==> src/hw/bp_pkg.sv <==
////////////////////
// Branch predictor shared definitions
// Address slicing, table depths and entry field positions
////////////////////
package bp_pkg;

    // Fetch and target address width
    localparam int addr_width = 32;

    // All tables are indexed by pc bits 7:3
    localparam int table_depth = 5;
    localparam int table_size  = 1 << table_depth;
    localparam int idx_lo      = 3;

    // Tag is the pc above the index in bits 31:8
    localparam int tag_width = 24;

    // History sits in entry bits 9:8 and counter k in bits 2k+1:2k
    localparam int hist_width = 10;
    localparam int hist_lo    = 8;

    // Speculative history bits per slot
    localparam int guess_width = 2;

    // Info word flags below the target bits 31:2
    localparam int info_uncond = 1;
    localparam int info_cond   = 0;

endpackage
==> src/hw/predict_ctrl.sv <==
////////////////////
// Prediction control
// Per-slot taken decisions, slot selection and next fetch address
////////////////////
`timescale 1ns/1ps

module predict_ctrl import bp_pkg::*; (
    input  logic [addr_width-1:0]    pc_now,
    input  logic                     exist1,
    input  logic                     exist2,
    input  logic [addr_width-1:0]    info1,
    input  logic [addr_width-1:0]    info2,
    input  logic                     past_vld1,
    input  logic                     past_vld2,
    input  logic [hist_width-1:0]    past1,
    input  logic [hist_width-1:0]    past2,
    input  logic [2*guess_width-1:0] guess_rdata,
    input  logic                     in_guess1,
    input  logic                     in_guess2,
    output logic [2*guess_width-1:0] guess_wdata,
    output logic                     in_guess1_set,
    output logic                     in_guess2_set,
    output logic [addr_width-1:0]    pc_new,
    output logic                     branch,
    output logic                     reason
);

    logic [guess_width-1:0] hist1;
    logic [guess_width-1:0] hist2;
    logic                   vote1;
    logic                   vote2;
    logic                   back1;
    logic                   back2;
    logic                   take1;
    logic                   take2;
    logic                   slot2_only;
    logic                   slot2_reached;
    logic [addr_width-3:0]  target;
    logic [addr_width-1:0]  fall_through;

    ////////////////////
    // Per-slot decision
    ////////////////////

    // Logged history wins over the trained one while a guess is pending
    assign hist1 = in_guess1 ? guess_rdata[2*guess_width-1 -: guess_width]
                             : past1[hist_lo +: guess_width];
    assign hist2 = in_guess2 ? guess_rdata[guess_width-1:0]
                             : past2[hist_lo +: guess_width];

    // Counter MSB is the vote
    assign vote1 = past1[2*hist1 + 1];
    assign vote2 = past2[2*hist2 + 1];

    // Backward branches are assumed taken when untrained
    assign back1 = info1[addr_width-1:2] < pc_now[addr_width-1:2];
    assign back2 = info2[addr_width-1:2] < pc_now[addr_width-1:2];

    always_comb begin
        if (!exist1) begin
            take1 = 1'b0;
        end else if (past_vld1) begin
            take1 = vote1;
        end else begin
            take1 = info1[info_uncond] | back1;
        end

        if (!exist2) begin
            take2 = 1'b0;
        end else if (past_vld2) begin
            take2 = vote2;
        end else begin
            take2 = info2[info_uncond] | back2;
        end
    end

    ////////////////////
    // Slot selection
    ////////////////////

    // Fetch into the second word skips slot 1 entirely
    assign slot2_only = pc_now[2];

    assign branch = slot2_only ? take2 : (take1 | take2);
    assign reason = slot2_only ? 1'b1 : (~take1 & take2);

    assign target       = reason ? info2[addr_width-1:2] : info1[addr_width-1:2];
    assign fall_through = {pc_now[addr_width-1:3], 3'b000} + addr_width'(8);
    assign pc_new       = branch ? {target, 2'b00} : fall_through;

    // Slot 2 only executes when slot 1 is skipped or falls through
    assign slot2_reached = slot2_only | ~take1;

    assign in_guess1_set = ~slot2_only & exist1 & past_vld1 & info1[info_cond];
    assign in_guess2_set = slot2_reached & exist2 & past_vld2 & info2[info_cond];

    // Shift the predicted outcome into each slot history
    assign guess_wdata = {hist1[0], branch & ~reason, hist2[0], branch & reason};

endmodule

==> config.mk <==
export PLATFORM = sky130hd
export DESIGN_NAME = predict_ctrl
export DESIGN_NICKNAME = d
export VERILOG_FILES = /design/src/hw/bp_pkg.sv /design/src/hw/predict_ctrl.sv
export SDC_FILE = /design/constraint.sdc
export NUM_CORES = 1
export LEC_CHECK = 0
export BUFFER_PORTS_ARGS = -buffer_cell sky130_fd_sc_hd__buf_2
export CORE_MARGIN = 2
export CORE_UTILIZATION = 50
export DETAILED_ROUTE_END_ITERATION = 7
export PLACE_DENSITY = 0.9
export SETUP_SLACK_MARGIN = 0.02
export SYNTH_ARGS = -nofsm -noshare
export SYNTH_HDL_FRONTEND = slang
export SYNTH_SLANG_ARGS = --single-unit
==> constraint.sdc <==
create_clock -name vclk -period 5
set_input_delay 1 -clock vclk [all_inputs]
set_output_delay 1 -clock vclk [all_outputs]
set_load 0.03 [all_outputs]
==> impl_metrics.yaml, run 1 <==
run_status:
  status: "finished clean"
detailed_routing:
  drt_wl_total_um: 9860
  ant_nets: 0
  vias: 3920
  wl_per_cell_um: 15.6
  via_per_inst: 6.21
  firstDrtPassIters: 5
  first_iter_violations: 373
  drc: 0
critical_path:
  arrival_ns: 3.60
  slowest_stage: "a211oi_2"
  critical_path.cell_chain: "buf_2, inv_1, ha_1, and3_1, o21ai_0, o2111ai_1, a211oi_2, o21a_2, buf_4, nor4_1, o31ai_1, buf_2"
  cpMostUsedCell: "buf_2"
  timing.critical_path.from_type: "input port"
  path_class: "in -> out"
  critPathCaptureType: "output port"
  critPathMaxStageDelay_ns: 0.33
  required_ns: 4.00
  critPathMaxFanout: 14
sta:
  timing.fmax_mhz: 217
  period_needed_ns: 4.60
  worstMarginPinSlew_ns: 0.720
  slew_headroom_pct: 51.7
  final-setup-viol-count: 0
  grt_setup_unrepaired: "no"
  tns_ns: 0
  finalCritPeriodShare_pct: 92.0
  finalHoldViolCount: 0
  slew_viol_final: 0
layout:
  regArea_um2: 0
  seq_cell_count: 0
  fin_cells: 631
  drive_above_1_share_pct: 32.6
  layout.nets: 746
  n_clock_buffer: 0
  area_growth_pct: 29.5
  antenna_cells: 0
hold_path:
  hp-class: "in -> out"
  whs_path_depth: 4
  min_from: "info1[0]"
  min_to: "in_guess1_set"
synthesis:
  yosysTopAreaCellShare_pct: 25.9
  synth-warning-count: 0
  avgSynthCellArea_um2: 6.84
  ys_seq_area_share_pct: 0
  syn_inst: 417
  syn_area_um2: 2850
  yosysMostFrequentCell: "ha_1"
  synth_largest_area_cell: "ha_1"
  netlist_top_cells_count: "59 x ha_1, 49 x a21oi_1, 36 x nor3_1, 32 x o21ai_0, 31 x inv_1"
  synth_area_leaders: "ha_1 26%, a21oi_1 8.6%, o31ai_1 7.1%"
  ys_types: 47
power_and_ir_drop:
  seq_power_share_pct: 0
  power.switching_mw: 0.305
  combPwrFrac_pct: 100.0
  clock_power_share_pct: 0
  ir_drop_uv: 108
  power.internal_mw: 0.175
  leakage_nw: 1.85
  swShare_pct: 63.5
  power.density_nw_per_um2: 130
clock_network:
  post_cts.repair.setup_buffers: 0
  cts_resized: 0
  holdBufCountCts: 0
place:
  place.gp.congestion: 0.885
  dp.cells: 631
  portBuffers: 154
  hpwl_um: 7940
die:
  die_w_um: 79.5
  die_area_um2: 6320
  row_count: 27
  coreArea_um2: 5510
  die_y_um: 79.5
  pin_count: 166
  start_util_pct: 51.8
global_route:
  antenna_found_initial: 0
  grt_pass1_vias: 3748
  grt_pass1_wl_um: 16200
  grt_max_degree: 33
  grtUsageTotal_pct: 30.5
  grt-ovfl-total: 0
job:
  maxCapViolations: 0
-- logic make-up (layout without fill, tap and decap cells) --
logic type,after synthesis,in the layout,synth area share (%)
AOI/OAI and AO/OA,146,146,31.0
muxes,8,8,3.78
and+or+nand+nor,124,124,22.9
adders and majority gates,59,59,25.9
other,1,2,0.132
xor gates and xnor gates,24,24,7.37
buffers and inverters,55,196,8.96
-- cell usage in the layout (no fill, tap or decap), types with 4 or more instances in the layout --
cell type,instances
buf_4,9
buf_2,154
a21oi_1,48
mux2i_1,4
ha_1,59
nand3_1,16
nor3_1,36
o21ai_0,32
nor2_1,12
o21ai_1,9
nand2_1,20
xnor2_1,23
a21o_1,10
nand4_1,15
nor4_1,6
o31ai_1,27
and3_1,5
inv_1,31
-- power groups by stage --
stage                     Sequential, mW  Clock (mW)  Combinational, mW
after floorplan                        0           0              0.316
after global placement                 0           0              0.460
after detailed placement               0           0              0.471
after CTS                              0           0              0.473
after global routing                   0           0              0.524
final                                  0           0              0.480
-- worst max-delay path, delay by kind of cell --
family	cells	cell delay [ns]
compound gates	5	1.35
buf+inv	4	0.68
fa+ha+maj	1	0.32
simple gates	2	0.24
-- per-stage QoR --
step           setup slack, ns  total power, mW  utilization [%]  area, um2  hold WS, ns
2_1_floorplan            0.577            0.316                -       2850         2.15
3_3_place_gp             0.372            0.460             66.9       3680         2.35
3_5_place_dp             0.326            0.471             66.9       3680         2.35
4_1_cts                  0.298            0.473             66.9       3680         2.35
5_1_grt                  0.122            0.524             67.0       3690         2.37
6_report                 0.401            0.480             67.0       3690         2.36
-- worst max-delay path by stage --
| stage | start | end | slack [ns] | cells after the start |
|---|---|---|---|---|
| 2_1_floorplan | pc_now[18] | pc_new[26] | 0.58 | 12 |
| 3_3_place_gp | pc_now[30] | pc_new[23] | 0.37 | 12 |
| 3_5_place_dp | pc_now[30] | pc_new[23] | 0.33 | 12 |
| 4_1_cts | pc_now[30] | pc_new[23] | 0.30 | 12 |
| 5_1_grt | pc_now[30] | pc_new[23] | 0.12 | 12 |
| 6_report | pc_now[30] | pc_new[23] | 0.40 | 12 |
-- cell type report --
class / instances / area [um2]
inverter: 32 / 120
multi-input combinational: 363 / 2620
tap: 72 / 90.1
timing repair buffer: 164 / 858
fill: 479 / 1820
-- per-layer routing --
layer	share of wire, %	GRT usage [%]
met5	0	0
met4	0.87	7.07
met1	40	37.3
met2	49	56.9
met3	9.4	2.71
(Power assumes the default switching activity.)
==> run 2, diff against run 1 <==
--- a/config.mk
+++ b/config.mk
@@ -7,10 +7,11 @@
 export LEC_CHECK = 0
 export BUFFER_PORTS_ARGS = -buffer_cell sky130_fd_sc_hd__buf_2
 export CORE_MARGIN = 2
-export CORE_UTILIZATION = 50
+export CORE_UTILIZATION = 47
 export DETAILED_ROUTE_END_ITERATION = 7
-export PLACE_DENSITY = 0.9
+export PLACE_DENSITY = 0.91
 export SETUP_SLACK_MARGIN = 0.02
+export SLEW_MARGIN = 25
 export SYNTH_ARGS = -nofsm -noshare
 export SYNTH_HDL_FRONTEND = slang
 export SYNTH_SLANG_ARGS = --single-unit
==> constraint.sdc (replaced) <==
create_clock -name vclk -period 4.5
set_input_delay 0.9 -clock vclk [all_inputs]
set_output_delay 0.9 -clock vclk [all_outputs]
set_load 0.03 [all_outputs]
==> run 2 against run 1 <==
Net effect:
- first-iteration DRC count is 8.0% lower
- worst hold slack worse by 0.21 ns
- critical path depth up 1
- die area up 6.1%
- sequential cell count is the same
- non-clock buffer count is 4 higher
- global-route usage fell by 0.56 points
- clock-buffer cell count unchanged
- cell area rose by 1.4%
- utilization shrank 3.4 points
- via count rose by 1.9%
- wire length grew 8.7%
==> impl_metrics.yaml, run 2 (same netlist as run 1, synthesis figures left out) <==
sta:
  grt_setup_unrepaired: "no"
  timing.fmax_mhz: 230
  period_needed_ns: 4.34
  worstMarginPinSlew_ns: 0.690
  finalHoldViolCount: 0
  slew_viol_final: 0
  final-setup-viol-count: 0
  finalCritPeriodShare_pct: 96.4
  tns_ns: 0
  slew_headroom_pct: 53.7
global_route:
  grt_pass1_vias: 3738
  grt_pass1_wl_um: 16200
  grtUsageTotal_pct: 29.9
  grt_max_degree: 33
  grt-ovfl-total: 0
  antenna_found_initial: 0
place:
  hpwl_um: 8700
  place.gp.congestion: 0.928
  portBuffers: 154
detailed_routing:
  drt_wl_total_um: 10700
  ant_nets: 0
  wl_per_cell_um: 16.8
  via_per_inst: 6.26
  vias: 3994
  first_iter_violations: 343
  drc: 0
  firstDrtPassIters: 5
layout:
  regArea_um2: 0
  n_clock_buffer: 0
  finish.utilization_pct: 63.6
  layout.nets: 750
  final_cell_mix: "154 x buf_2, 59 x ha_1, 48 x a21oi_1, 36 x nor3_1, 32 x o21ai_0"
  drive_above_1_share_pct: 33.0
  seq_cell_count: 0
  nFillCells: 574
  antenna_cells: 0
  area_growth_pct: 31.3
  final_common_cell: "buf_2"
die:
  die_area_um2: 6700
  coreArea_um2: 5890
  pin_count: 166
  die_w_um: 81.9
  start_util_pct: 48.4
  die_y_um: 81.9
  row_count: 28
power_and_ir_drop:
  leakage_nw: 1.88
  power.density_nw_per_um2: 147
  ir_drop_uv: 102
  finalPower_mw: 0.550
critical_path:
  slowest_stage: "ha_1"
  timing.critical_path.from_type: "input port"
  critPathMaxStageDelay_ns: 0.34
  arrival_ns: 3.44
  path_class: "in -> out"
  critPathCaptureType: "output port"
  critPathMaxFanout: 12
  critical_path.cell_chain: "buf_2, inv_1, ha_1, nand4_1, nor3_2, nand4_1, o2111ai_2, a21oi_2, nor2_4, inv_2, buf_4, o31ai_1, buf_2"
  required_ns: 3.60
hold_path:
  hp-class: "in -> out"
clock_network:
  holdBufCountCts: 0
  post_cts.repair.setup_buffers: 0
job:
  maxCapViolations: 0
run_status:
  status: "finished clean"
run 2: area by class of cell:
type	instances	area (um2)	area share, %
well taps	75	93.8	2.51
repair buffers	168	901	24.1
multi-input cells	363	2630	70.2
inverters	32	120	3.21
run 2: per-stage QoR:
stage | instances | worst slack (ns) | hold slack, ns | instance area, um2
floorplan | 418 | 0.277 | 1.95 | 2850
global placement | 638 | 0.162 | 2.14 | 3730
detailed placement | 638 | 0.137 | 2.15 | 3730
CTS | 638 | 0.109 | 2.15 | 3730
global route | 638 | 0.0297 | 2.18 | 3740
finish | 638 | 0.160 | 2.15 | 3740
run 2: timing repair:
| item | CTS | global route |
|---|---|---|
| endpoints found under the setup margin | 0 | 30 |
| gates resized for setup | 0 | 2 |
| endpoints found under the hold margin | 0 | 0 |
run 2: power by group:
group / total [mW] / switching [mW] / internal [mW]
Combinational: 0.550 / 0.348 / 0.202
Clock: 0 / 0 / 0
Sequential: 0 / 0 / 0
Total: 0.550 / 0.348 / 0.202
run 2: critical path, delay by kind of cell:
kind / cells / cell delay, ns
fa+ha+maj: 1 / 0.34
compound gates: 3 / 0.65
simple gates: 4 / 0.70
buf+inv: 5 / 0.83
run 2: routing by layer:
layer	GRT usage [%]	vias up	part of all wire, %
met5	0	-	0
met2	56.3	276	51
met3	2.31	38	9.4
met4	11.7	0	2.3
li1	-	1868	-
met1	34.6	1812	38
run 2: final timing paths:
| kind | from | endpoint | slack [ns] | cells past startpoint |
|---|---|---|---|---|
| worst max-delay path | pc_now[18] | pc_new[28] | 0.16 | 13 |
| worst min-delay path | info1[0] | in_guess1_set | 2.15 | 4 |
==> run 3, diff against run 2 <==
--- a/config.mk
+++ b/config.mk
@@ -5,11 +5,11 @@
 export SDC_FILE = /design/constraint.sdc
 export NUM_CORES = 1
 export LEC_CHECK = 0
-export BUFFER_PORTS_ARGS = -buffer_cell sky130_fd_sc_hd__buf_2
 export CORE_MARGIN = 2
-export CORE_UTILIZATION = 47
+export CORE_UTILIZATION = 66
 export DETAILED_ROUTE_END_ITERATION = 7
-export PLACE_DENSITY = 0.91
+export DONT_BUFFER_PORTS = 1
+export PLACE_DENSITY = 0.88
 export SETUP_SLACK_MARGIN = 0.02
 export SLEW_MARGIN = 25
 export SYNTH_ARGS = -nofsm -noshare
==> constraint.sdc (replaced) <==
create_clock -name vclk -period 4.5
set_input_delay 0.225 -clock vclk [all_inputs]
set_output_delay 0.225 -clock vclk [all_outputs]
set_load 0.03 [all_outputs]
==> run 3 against run 2 <==
Net effect:
- highest routed layer unchanged
- cell area fell by 19%
- sequential share of layout area unchanged
- global-route usage is 6.8 points higher
- combinational power fell by 13%
- clock-buffer cell count stayed put
- utilization rose by 11 points
- die area is 27% lower
- final cell count decreased by 25%
- non-clock buffer count is 135 lower
- first-iteration DRC count decreased by 24%
- critical path depth fell by 2
==> impl_metrics.yaml, run 3 (same netlist as run 1, synthesis figures left out) <==
power_and_ir_drop:
  leakage_nw: 1.35
  ir_drop_uv: 130
  finalPower_mw: 0.477
  power.density_nw_per_um2: 157
layout:
  n_clock_buffer: 0
  layout.nets: 615
  fin_cells: 478
  antenna_cells: 0
  final_common_cell: "ha_1"
  final_cell_mix: "59 x ha_1, 48 x a21oi_1, 36 x nor3_1, 33 x buf_4, 32 x o21ai_0"
  area_growth_pct: 6.85
  drive_above_1_share_pct: 11.4
  final_area_um2: 3050
  regArea_um2: 0
  seq_cell_count: 0
  finish.utilization_pct: 74.5
sta:
  slew_viol_final: 0
  finalHoldViolCount: 0
  finalCritPeriodShare_pct: 74.2
  setup_ws_ns: 1.16
  period_needed_ns: 3.34
  final-setup-viol-count: 0
  worstMarginPinSlew_ns: 0.824
  hold_slack_ns: 0.610
  timing.fmax_mhz: 300
  slew_headroom_pct: 45.0
  grt_setup_unrepaired: "no"
  tns_ns: 0
detailed_routing:
  vias: 3416
  drt_wl_total_um: 9510
  drc: 0
  wl_per_cell_um: 19.9
  first_iter_violations: 261
  ant_nets: 0
  firstDrtPassIters: 5
  via_per_inst: 7.15
global_route:
  grt_max_degree: 33
  grt_pass1_wl_um: 15300
  grt_pass1_vias: 3470
  antenna_found_initial: 0
  grtUsageTotal_pct: 36.7
  grt-ovfl-total: 0
critical_path:
  arrival_ns: 3.11
  required_ns: 4.28
  timing.critical_path.from_type: "input port"
  critPathMaxFanout: 18
  path_class: "in -> out"
  critPathCaptureType: "output port"
die:
  die_area_um2: 4860
  start_util_pct: 69.7
  die_w_um: 69.7
  coreArea_um2: 4090
  row_count: 23
  pin_count: 166
  die_y_um: 69.7
clock_network:
  cts_resized: 0
  post_cts.repair.setup_buffers: 0
  holdBufCountCts: 0
place:
  dp.cells: 478
  place.gp.congestion: 0.894
  pre_cts_slack_ns: 1.26
  place_area_um2: 3050
  hpwl_um: 7500
  portBuffers: 0
hold_path:
  hp-class: "in -> out"
job:
  maxCapViolations: 0
run_status:
  status: "finished clean"
## run 3: changes by cell type in the layout (fill, tap and decap cells not counted)
cell      delta
a211oi_1     +1
a211oi_2     -1
a221oi_1     +1
a221oi_2     -1
buf_12       -2
buf_2      -154
buf_4       +21
## run 3: where the power goes
part	total, mW	internal, mW	switching, mW
sequential	0	0	0
clock	0	0	0
combinational	0.477	0.174	0.304
total	0.477	0.174	0.304
## run 3: worst max-delay path: stages
cell and delay, ns:
inv_1 0.13, ha_1 0.27, and3_1 0.14, o21ai_0 0.18
o2111ai_1 0.23, a211oi_1 0.41, o21a_1 0.63, buf_4 0.33
nor3_1 0.08, o31ai_1 0.26, buf_4 0.22
## run 3: cell type report
cell class                 instances  area [um2]
fill                             342        1040
inverter                          32         120
multi-input combinational        363        2620
tap                               50        62.6
timing repair buffer              33         248
## run 3: layer usage
layer	up-vias	global-route usage [%]	share of wire (%)
met5	-	0	0
li1	1603	-	-
met1	1524	41.9	37
met2	253	66.5	49
met3	36	8.43	12
met4	0	13.0	2.8
## run 3: final timing paths
path                  startpoint             to  slack (ns)  depth (start not counted)
worst max-delay path  pc_now[29]     pc_new[16]        1.16                         11
worst min-delay path   past_vld1  in_guess1_set        0.61                          2
