## src/hw/bp_pkg.sv

```systemverilog
////////////////////
// Branch predictor shared definitions
// Address slicing, table depths and entry field positions
////////////////////
package bp_pkg;

    // Fetch and target address width
    localparam int addr_width = 32;

    // All tables are indexed by pc bits 7:3
    localparam int table_depth = 5;
    localparam int table_size  = 1 << table_depth;
    localparam int idx_lo      = 3;

    // Tag is the pc above the index in bits 31:8
    localparam int tag_width = 24;

    // History sits in entry bits 9:8 and counter k in bits 2k+1:2k
    localparam int hist_width = 10;
    localparam int hist_lo    = 8;

    // Speculative history bits per slot
    localparam int guess_width = 2;

    // Info word flags below the target bits 31:2
    localparam int info_uncond = 1;
    localparam int info_cond   = 0;

endpackage
```

## src/hw/guess_log.sv

```systemverilog
////////////////////
// Guess log
// Speculative history of unresolved predictions, flushed on a mispredict
////////////////////
`timescale 1ns/1ps

module guess_log import bp_pkg::*; (
    input  logic                     clk,
    input  logic                     rstn,
    input  logic                     en,
    input  logic [addr_width-1:0]    pc_now,
    input  logic                     ex_vld,
    input  logic                     ex_wrong,
    input  logic [2*guess_width-1:0] guess_wdata,
    input  logic                     in_guess1_set,
    input  logic                     in_guess2_set,
    output logic [2*guess_width-1:0] guess_rdata,
    output logic                     in_guess1,
    output logic                     in_guess2
);

    logic [table_depth-1:0]   idx;
    logic [2*guess_width-1:0] guess_mem [table_size];
    logic [table_size-1:0]    in_guess1_q;
    logic [table_size-1:0]    in_guess2_q;
    logic                     flush;

    assign idx   = pc_now[idx_lo +: table_depth];
    assign flush = ex_vld && ex_wrong;

    // Slot 1 history in the upper half, slot 2 in the lower half
    always_ff @(posedge clk) begin
        if (en) begin
            guess_mem[idx] <= guess_wdata;
        end
    end

    // A flag stays up until execute reports a wrong prediction
    always_ff @(posedge clk or negedge rstn) begin
        if (!rstn) begin
            in_guess1_q <= '0;
            in_guess2_q <= '0;
        end else if (en) begin
            if (flush) begin
                in_guess1_q <= '0;
                in_guess2_q <= '0;
            end else begin
                in_guess1_q[idx] <= in_guess1_q[idx] | in_guess1_set;
                in_guess2_q[idx] <= in_guess2_q[idx] | in_guess2_set;
            end
        end
    end

    assign guess_rdata = guess_mem[idx];
    assign in_guess1   = in_guess1_q[idx];
    assign in_guess2   = in_guess2_q[idx];

endmodule

```

## config.mk

```make
export PLATFORM = sky130hd
export DESIGN_NAME = guess_log
export DESIGN_NICKNAME = d
export VERILOG_FILES = /design/src/hw/bp_pkg.sv /design/src/hw/guess_log.sv
export SDC_FILE = /design/constraint.sdc
export NUM_CORES = 1
export LEC_CHECK = 0
export ABC_AREA = 1
export BUFFER_PORTS_ARGS = -buffer_cell sky130_fd_sc_hd__buf_2
export CAP_MARGIN = 20
export CORE_MARGIN = 4
export CORE_UTILIZATION = 55
export DETAILED_ROUTE_END_ITERATION = 16
export HOLD_SLACK_MARGIN = 0.02
export PLACE_DENSITY = 0.86
export SYNTH_ARGS = -nofsm -noshare
export SYNTH_HDL_FRONTEND = slang
export SYNTH_SLANG_ARGS = --single-unit
```

## constraint.sdc

```tcl
create_clock -name clk -period 1.36 [get_ports clk]
set_input_delay 0.136 -clock clk [delete_from_list [all_inputs] [get_ports clk]]
set_output_delay 0.136 -clock clk [all_outputs]
set_load 0.01 [all_outputs]
```

==> out/results.ini, run 1 <==
[clocking]
numCtsBuffers=17
ctsHtreeMaxLevel=4
cts-root-buf=clkbuf_16
cts_max_path_buffers=2
path_clk_slew_ns=0.08
tritoncts=built
insertion_delay_ns=0.44
cts_sinks=192

[critical_path]
ff2ff_setup_slack_ns=-0.38
required_ns=1.22
slowest_delay_ns=0.41
cp-end-kind=primary output
crit_path_top_delay_cell=dfrtp_1
worst-path-max-fanout=2
worstRegToRegCells=13
cp_cell_sequence=nand2_1, nand2_1, nand2_1, nand3_1, nand2_1, nand2_1, nor2_4, nand2_1, buf_2
timing.rr.end=in_guess2_q[23]
reg2reg_from=in_guess2_q[20]
cpMostUsedCell=nand2_1
crit_path_end=in_guess1
crit_path_start_kind=flip-flop
cp-startpoint=in_guess1_q[25]
crit_type=flip-flop to primary output
cp.arrival_ns=1.70

[cells_and_area]
nNetsFinal=1040
syn2layout_area_growth_pct=29.1
utilization_pct=73.3
final_cell_mix=nand2_1 (360), edfxtp_1 (128), buf_4 (97), nor2_1 (64), dfrtp_1 (64)
antenna_cells=0
layout.cells.non_filler=1194
drive_above_1_share_pct=29.9
layout_commonest_cell=nand2_1
final_area_um2=10800

[placed_design]
place_ws_ns=-0.333
dp.cells=1144
port_buffers=21
place_congestion=0.901
hpwl_um=14200
placed_area_um2=9570

[timing]
tns_ns=-22.30
setup_viol=70
rsz0062_at_grt=yes
finClkSkew_ns=0.0116
clock.fmax_mhz=544
report.final.slew_viol_count=0
finalCritPeriodShare_pct=135
max_slew.worst_pin.slew_ns=0.620
min_period_ns=1.84
worst_slack_ns=-0.478
hold_viol_final=0
slew_headroom_pct=58.3
finalHoldWorstSlack_ns=0.240

[die]
core-area_um2=14800
die_area_um2=17300
initial_utilization_pct=56.8
fp.dieH_um=131
die_w_um=131
row_count=44
io_pins=49

[synthesis]
synth_area_leaders=edfxtp_1 (46%), nand2_1 (19%), dfrtp_1 (19%), a22oi_1 (5.7%), nor2_1 (3.4%)
synth_top_area_cell=edfxtp_1
ys_types=17
ys_seq_area_share_pct=65.0
syn_avg_cell_area_um2=9.59
syn_area_um2=8380
synth_top_area_share_pct=45.9
yosysWarnings=0
syn_nets=917
ys_seq_elements=192
netlist_instances=874

[run_status]
violations=negative setup slack
outcome=finished with violations

[pwr]
ir_drop_uv=1050
p_sw_mw=3.19
leakage_nw=4.85
clockPowerShare_pct=39.4
power.density_nw_per_um2=1180
p_int_mw=9.54
combPwrFrac_pct=10.1
total_power_mw=12.7
seqPwrFrac_pct=50.5
switching_share_pct=25.1

[grt]
grt_start_max_net_pins=65
antenna_found_initial=0
overflow=0
grtUsageTotal_pct=27.0
grt_pass1_vias=6764
grt_pass1_wl_um=36400

[drt]
wl_per_cell_um=20.1
firstDrtPassIters=7
antenna_left=0
wl_um=24100
viasPerCell=6.03
via_count=7204
drc=0
drt_iter0_markers=1011

[run]
maxCapViolCount=0

[worst_hold_path]
hold_path.class=input pin to async pin

[critical path, delay by kind of cell, from the launching register on]
| kind | cells | cell delay (ns) |
|---|---|---|
| flip-flops | 1 | 0.41 |
| AND/OR/NAND/NOR | 8 | 0.72 |
| buffers and inverters | 1 | 0.14 |
[cell families after synthesis]
logic type             count (synthesis)  synth area share [%]
buffers and inverters                 57                  2.81
AO/OA/AOI/OAI                         70                  6.09
flip-flops                           192                  65.0
AND/OR/NAND/NOR                      555                  26.1
[power groups by stage]
| stage | sequential [mW] | combinational, mW | clock, mW |
|---|---|---|---|
| floorplan | 6.53 | 0.556 | 0 |
| global placement | 6.54 | 1.01 | 0 |
| detailed placement | 6.55 | 1.04 | 0 |
| CTS | 6.43 | 1.17 | 5.03 |
| global route | 6.44 | 1.37 | 5.27 |
| finish | 6.43 | 1.28 | 5.01 |
[sequential cells by signal (all words and copies together), names as in the netlist]
name         count
in_guess2_q     32
guess_mem      128
in_guess1_q     32
[cells in the mapped netlist]
cell type / n
nor3_1: 37
dfrtp_1: 64
clkbuf_1: 19
edfxtp_1: 128
nor2_2: 3
buf_1: 2
buf_2: 17
a21oi_1: 6
a22oi_1: 64
nor2_1: 75
clkinv_1: 1
inv_2: 10
nand3_1: 2
nand3_2: 2
nor3_2: 6
nand2_1: 430
inv_1: 8
[metal layers]
metal / up-vias / share of wire, % / global-route usage (%)
li1: 3168 / - / -
met1: 3401 / 37 / 36.2
met2: 519 / 48 / 44.0
met3: 116 / 11 / 5.73
met4: 0 / 4.7 / 9.74
met5: - / 0 / 0
[worst min path at each step]
stage	from	to	slack (ns)	depth (start not counted)
detailed placement	rstn	in_guess1_q[2]	0.17	2
floorplan	rstn	in_guess1_q[0]	-0.16	0
CTS	in_guess1_set	in_guess1_q[9]	0.22	6
global placement	rstn	in_guess2_q[2]	0.17	2
global route	guess_wdata[3]	guess_mem[18][3]	0.25	1
finish	rstn	in_guess1_q[23]	0.24	3
[area by class of cell]
class / instances / area (µm²)
clock buffer: 19 / 453
clock inverter: 13 / 144
fill: 935 / 3940
inverter: 19 / 72.6
multi-input combinational: 625 / 3200
sequential: 192 / 5450
tap: 184 / 230
timing repair buffer: 142 / 1270
[repair_timing]
| action | in CTS | in global routing |
|---|---|---|
| setup endpoints to repair | 70 | 74 |
| cloned | 3 | 3 |
| gates resized for setup | 47 | 89 |
| hold endpoints to repair | 64 | 0 |
| hold buffers | 1 | 0 |
| pin swaps | 31 | 21 |
| setup buffers | 10 | 7 |
Note: power is estimated with default switching activity, not from simulation.
==> inputs of run 2 (changes only) <==
--- a/config.mk
+++ b/config.mk
@@ -12,7 +12,7 @@
 export CORE_UTILIZATION = 55
 export DETAILED_ROUTE_END_ITERATION = 16
 export HOLD_SLACK_MARGIN = 0.02
-export PLACE_DENSITY = 0.86
+export PLACE_DENSITY = 0.76
 export SYNTH_ARGS = -nofsm -noshare
 export SYNTH_HDL_FRONTEND = slang
 export SYNTH_SLANG_ARGS = --single-unit
==> constraint.sdc (replaced) <==
create_clock -name clk -period 1.36 [get_ports clk]
set_input_delay 0.272 -clock clk [delete_from_list [all_inputs] [get_ports clk]]
set_output_delay 0.272 -clock clk [all_outputs]
set_load 0.01 [all_outputs]
==> run 2 against run 1 <==
The flow still finishes with violations (negative setup slack). Utilization is 0.72 points lower. Clock skew fell by 0.0022 ns. Setup slack got worse by 0.075 ns. Largest power group unchanged. Global-route usage is 0.24 points lower. Die area is the same. Worst hold slack worse by 0.0012 ns. Critical path type unchanged. Critical endpoint is now guess_rdata[2]. Design area fell by 0.98%. Cell count down 0.50%. First-iteration DRC count fell by 18%. Highest routed layer unchanged.
==> out/results.ini, run 2 (same netlist as run 1, synthesis figures left out) <==
[timing]
hold_viol_final=0
slew_headroom_pct=71.7
report.final.slew_viol_count=0
rsz0062_at_grt=yes
worst_slack_ns=-0.554
tns_ns=-24.13
max_slew.worst_pin.slew_ns=0.422
finalCritPeriodShare_pct=141
clock.fmax_mhz=523
min_period_ns=1.91
finClkSkew_ns=0.00944
setup_viol=70

[die]
row_count=44
die_area_um2=17300
initial_utilization_pct=56.8
io_pins=49
core-area_um2=14800
fp.dieH_um=131
die_w_um=131

[cells_and_area]
final_cell_mix=nand2_1 (398), edfxtp_1 (128), buf_4 (91), dfrtp_1 (64), nor2_1 (46)
largest_reg_flops=128
drive_above_1_share_pct=27.4
top_register=guess_mem
reg_top3=guess_mem (128), in_guess1_q (32), in_guess2_q (32)
final_area_um2=10700
nNetsFinal=1034
antenna_cells=0
layout_commonest_cell=nand2_1
syn2layout_area_growth_pct=27.8

[critical_path]
crit_path_start_kind=flip-flop
crit_type=flip-flop to primary output
cp-end-kind=primary output
worst-path-max-fanout=1
required_ns=1.09
cp.arrival_ns=1.64

[run_status]
violations=negative setup slack
outcome=finished with violations

[grt]
grt_pass1_wl_um=36000
grt_start_max_net_pins=65
grtUsageTotal_pct=26.7
grt_pass1_vias=6854
antenna_found_initial=0
overflow=0

[pwr]
leakage_nw=4.68
ir_drop_uv=867
power.density_nw_per_um2=1190

[drt]
viasPerCell=5.74
wl_per_cell_um=19.0
firstDrtPassIters=5
antenna_left=0
via_count=6818
drt_iter0_markers=828
wl_um=22600
drc=0

[clocking]
numCtsBuffers=17
cts_sinks=192
path_clk_slew_ns=0.07
cts-root-buf=clkbuf_16
tritoncts=built
insertion_delay_ns=0.44
cts_max_path_buffers=2
ctsHtreeMaxLevel=4

[worst_hold_path]
hold_path.class=input pin to flip-flop

[placed_design]
port_buffers=21
place_congestion=0.870
placed_area_um2=9700
hpwl_um=14200

[run]
maxCapViolCount=0

-- run 2: changes by cell type in the layout (fill, tap and decap cells not counted), sizes merged --
cell      delta
buf          -5
clkinv       -3
clkinvlp     +2
clkbuf       -1
inv          +1
-- run 2: final timing paths --
kind	slack [ns]	start	endpoint	cells after the start
setup / recovery	-0.55	guess_mem[19][2]	guess_rdata[2]	7
hold / removal	0.24	guess_wdata[1]	guess_mem[21][1]	2
setup reg to reg	-0.45	in_guess1_q[0]	in_guess1_q[4]	15
hold reg to reg	0.48	in_guess1_q[21]	in_guess1_q[21]	2
max in group asynchronous	0.71	rstn	in_guess1_q[8]	3
min in group asynchronous	0.37	rstn	in_guess2_q[13]	3
-- run 2: final cells by class --
class / count / area, µm²
fillers: 1031 / 4040
flip-flops and latches: 192 / 5450
inverters: 19 / 88.8
repair buffers: 136 / 1260
clock inverters: 13 / 141
well taps: 184 / 230
multi-input cells: 625 / 3090
clock buffers: 19 / 453
-- run 2: metal layers --
layer,vias up,wire [µm],track usage [%]
met5,-,0,0
met4,0,603,9.86
met3,54,1750,6.50
met2,344,10800,41.9
met1,3262,9430,36.8
li1,3158,-,-
-- run 2: what timing repair did --
action | CTS | global route
setup endpoints to repair | 106 | 86
setup buffers | 4 | 7
gates resized for setup | 41 | 44
endpoints found under the hold margin | 64 | 0
hold buffers | 1 | 0
pin swaps | 15 | 15
gates cloned | 3 | 1
-- run 2: power breakdown --
part           switching, mW  internal [mW]  total (mW)
sequential            0.0583           6.37        6.42
combinational          0.779          0.487        1.27
clock                   2.32           2.69        5.02
total                   3.16           9.55        12.7
-- run 2: critical path, stage by stage (launching register included) --
cell      delay (ns)
edfxtp_1        0.43
a22oi_2         0.23
nand2_1         0.08
nand2_1         0.07
nand2_1         0.06
nor2_1          0.10
nand2_1         0.09
buf_2           0.15
-- run 2: per-stage QoR --
step / total power, mW / util [%] / setup WS [ns] / hold WS (ns) / cells
2_1_floorplan: 7.12 / - / -0.187 / -0.0236 / 874
3_5_place_dp: 7.65 / 65.7 / -0.656 / 0.311 / 1144
6_report: 12.7 / 72.6 / -0.554 / 0.238 / 1188
4_1_cts: 12.7 / 71.5 / -0.545 / 0.234 / 1184
5_1_grt: 13.1 / 72.6 / -0.653 / 0.245 / 1188
3_3_place_gp: 7.63 / 65.7 / -0.615 / 0.312 / 1144
==> inputs of run 3 (changes only) <==
--- a/config.mk
+++ b/config.mk
@@ -12,7 +12,7 @@
 export CORE_UTILIZATION = 55
 export DETAILED_ROUTE_END_ITERATION = 16
 export HOLD_SLACK_MARGIN = 0.02
-export PLACE_DENSITY = 0.76
+export PLACE_DENSITY = 0.87
 export SYNTH_ARGS = -nofsm -noshare
 export SYNTH_HDL_FRONTEND = slang
 export SYNTH_SLANG_ARGS = --single-unit
==> run 3 against run 2 <==
Die area did not move. Clock skew fell by 0.0035 ns. Global-route usage grew 4.4 points. Non-clock buffer count is 8 higher. Routed wire length is 25% higher. Combinational power up 20%. Sequential share of layout area down 2.3 points. First-iteration DRC count grew 53%. Utilization up 3.5 points. Clock-buffer cell count down 2. The run still ends with negative setup slack left.
==> out/results.ini, run 3 (same netlist as run 1, synthesis figures left out) <==
[run_status]
outcome=finished with violations
violations=negative setup slack

[timing]
slew_headroom_pct=58.9
min_period_ns=2.01
hold_viol_final=0
setup_viol=82
worst_slack_ns=-0.647
max_slew.worst_pin.slew_ns=0.611
rsz0062_at_grt=yes
finalCritPeriodShare_pct=148
clock.fmax_mhz=498
finalHoldWorstSlack_ns=0.254
report.final.slew_viol_count=0
finClkSkew_ns=0.00598

[drt]
drt_iter0_markers=1263
drc=0
firstDrtPassIters=8
via_count=7830
wl_per_cell_um=23.7
wl_um=28300
viasPerCell=6.54
antenna_left=0

[die]
die_area_um2=17300
row_count=44
initial_utilization_pct=56.8
fp.dieH_um=131
die_w_um=131
io_pins=49
core-area_um2=14800

[placed_design]
hpwl_um=14900
port_buffers=21
place_congestion=0.918

[run]
maxCapViolCount=0

[grt]
antenna_found_initial=0
grt_start_max_net_pins=42
grt_pass1_vias=7503
grt_pass1_wl_um=41300
grtUsageTotal_pct=31.1
overflow=0

[pwr]
ir_drop_uv=941
leakage_nw=4.99
power.density_nw_per_um2=1150

[clocking]
cts-root-buf=clkbuf_16
cts_max_path_buffers=2
cts_sinks=192
path_clk_slew_ns=0.07
ctsHtreeMaxLevel=4
numCtsBuffers=17
insertion_delay_ns=0.44
tritoncts=built

[cells_and_area]
layout_commonest_cell=nand2_1
final_cell_mix=nand2_1 (342), edfxtp_1 (128), buf_4 (85), nand2_2 (64), dfrtp_1 (64)
largest_reg_flops=128
drive_above_1_share_pct=34.6
syn2layout_area_growth_pct=34.0
nNetsFinal=1043
utilization_pct=76.1
top_register=guess_mem
reg_top3=guess_mem (128), in_guess1_q (32), in_guess2_q (32)
antenna_cells=0

[critical_path]
cp-end-kind=primary output
worst-path-max-fanout=2
cp.arrival_ns=1.73
required_ns=1.09
crit_path_start_kind=flip-flop
crit_type=flip-flop to primary output

[worst_hold_path]
hold_path.class=input pin to flip-flop

[run 3: changes by cell type in the layout (fill, tap and decap cells not counted), sizes merged]
cell,before,now
clkinvlp,3,2
inv,25,26
clkbuf,20,17
buf,134,143
clkinv,3,6
[run 3: critical path, stage by stage, from the launching register on]
cell and delay (ns):
dfrtp_1 0.42, nand2_1 0.09, nand2_1 0.09, nand2_1 0.11, nand2_2 0.08, nand2_2 0.09, nand2_2 0.07, nor2_4 0.15
nand2_1 0.07, buf_2 0.14
[run 3: repair_timing]
action | CTS | global route
setup buffers | 8 | 4
endpoints found under the hold margin | 10 | 0
gates resized for setup | 76 | 91
cloned | 7 | 0
pin swaps | 27 | 29
hold buffers | 1 | 0
setup endpoints to repair | 130 | 86
[run 3: layer usage]
metal / GRT usage [%] / routed length, µm
met1: 38.8 / 9360
met3: 6.92 / 3610
met5: 0 / 0
met2: 48.3 / 13000
met4: 22.2 / 2380
[run 3: cell type report]
cell class                      instances  area (µm²)
Sequential cell                       192        5450
Fill cell                             818        3530
Multi-Input combinational cell        625        3370
Timing Repair Buffer                  144        1510
Clock buffer                           17         425
Tap cell                              184         230
Clock inverter                         15         149
Inverter                               19        88.8
Timing Repair inverter                  1        8.76
[run 3: worst paths after layout]
path                            startpoint              end  slack [ns]  cells after the start
setup / recovery            in_guess1_q[9]        in_guess1       -0.65                      9
hold / removal              guess_wdata[2]  guess_mem[4][2]        0.25                      2
setup reg to reg           in_guess2_q[30]  in_guess2_q[22]       -0.62                     15
hold reg to reg            in_guess1_q[29]  in_guess1_q[29]        0.49                      2
max in group asynchronous             rstn   in_guess2_q[7]        0.56                      3
min in group asynchronous             rstn  in_guess2_q[12]        0.26                      2
[run 3: metrics by stage]
stage / setup TNS, ns / instances / worst slack, ns / total power, mW / cell area [µm²]
floorplan: -13.99 / 874 / -0.187 / 7.12 / 8640
global placement: -87.97 / 1147 / -0.605 / 7.65 / 9810
detailed placement: -93.05 / 1147 / -0.700 / 7.69 / 9810
CTS: -21.62 / 1194 / -0.544 / 12.7 / 10900
global route: -38.02 / 1197 / -0.694 / 13.2 / 11200
finish: -34.00 / 1197 / -0.647 / 12.9 / 11200
[run 3: where the power goes]
part | total (mW) | internal [mW] | switching, mW | leakage (nW)
logic | 1.53 | 0.591 | 0.940 | 2.67
registers | 6.43 | 6.37 | 0.0683 | 2.04
clock network | 4.94 | 2.59 | 2.35 | 0.282
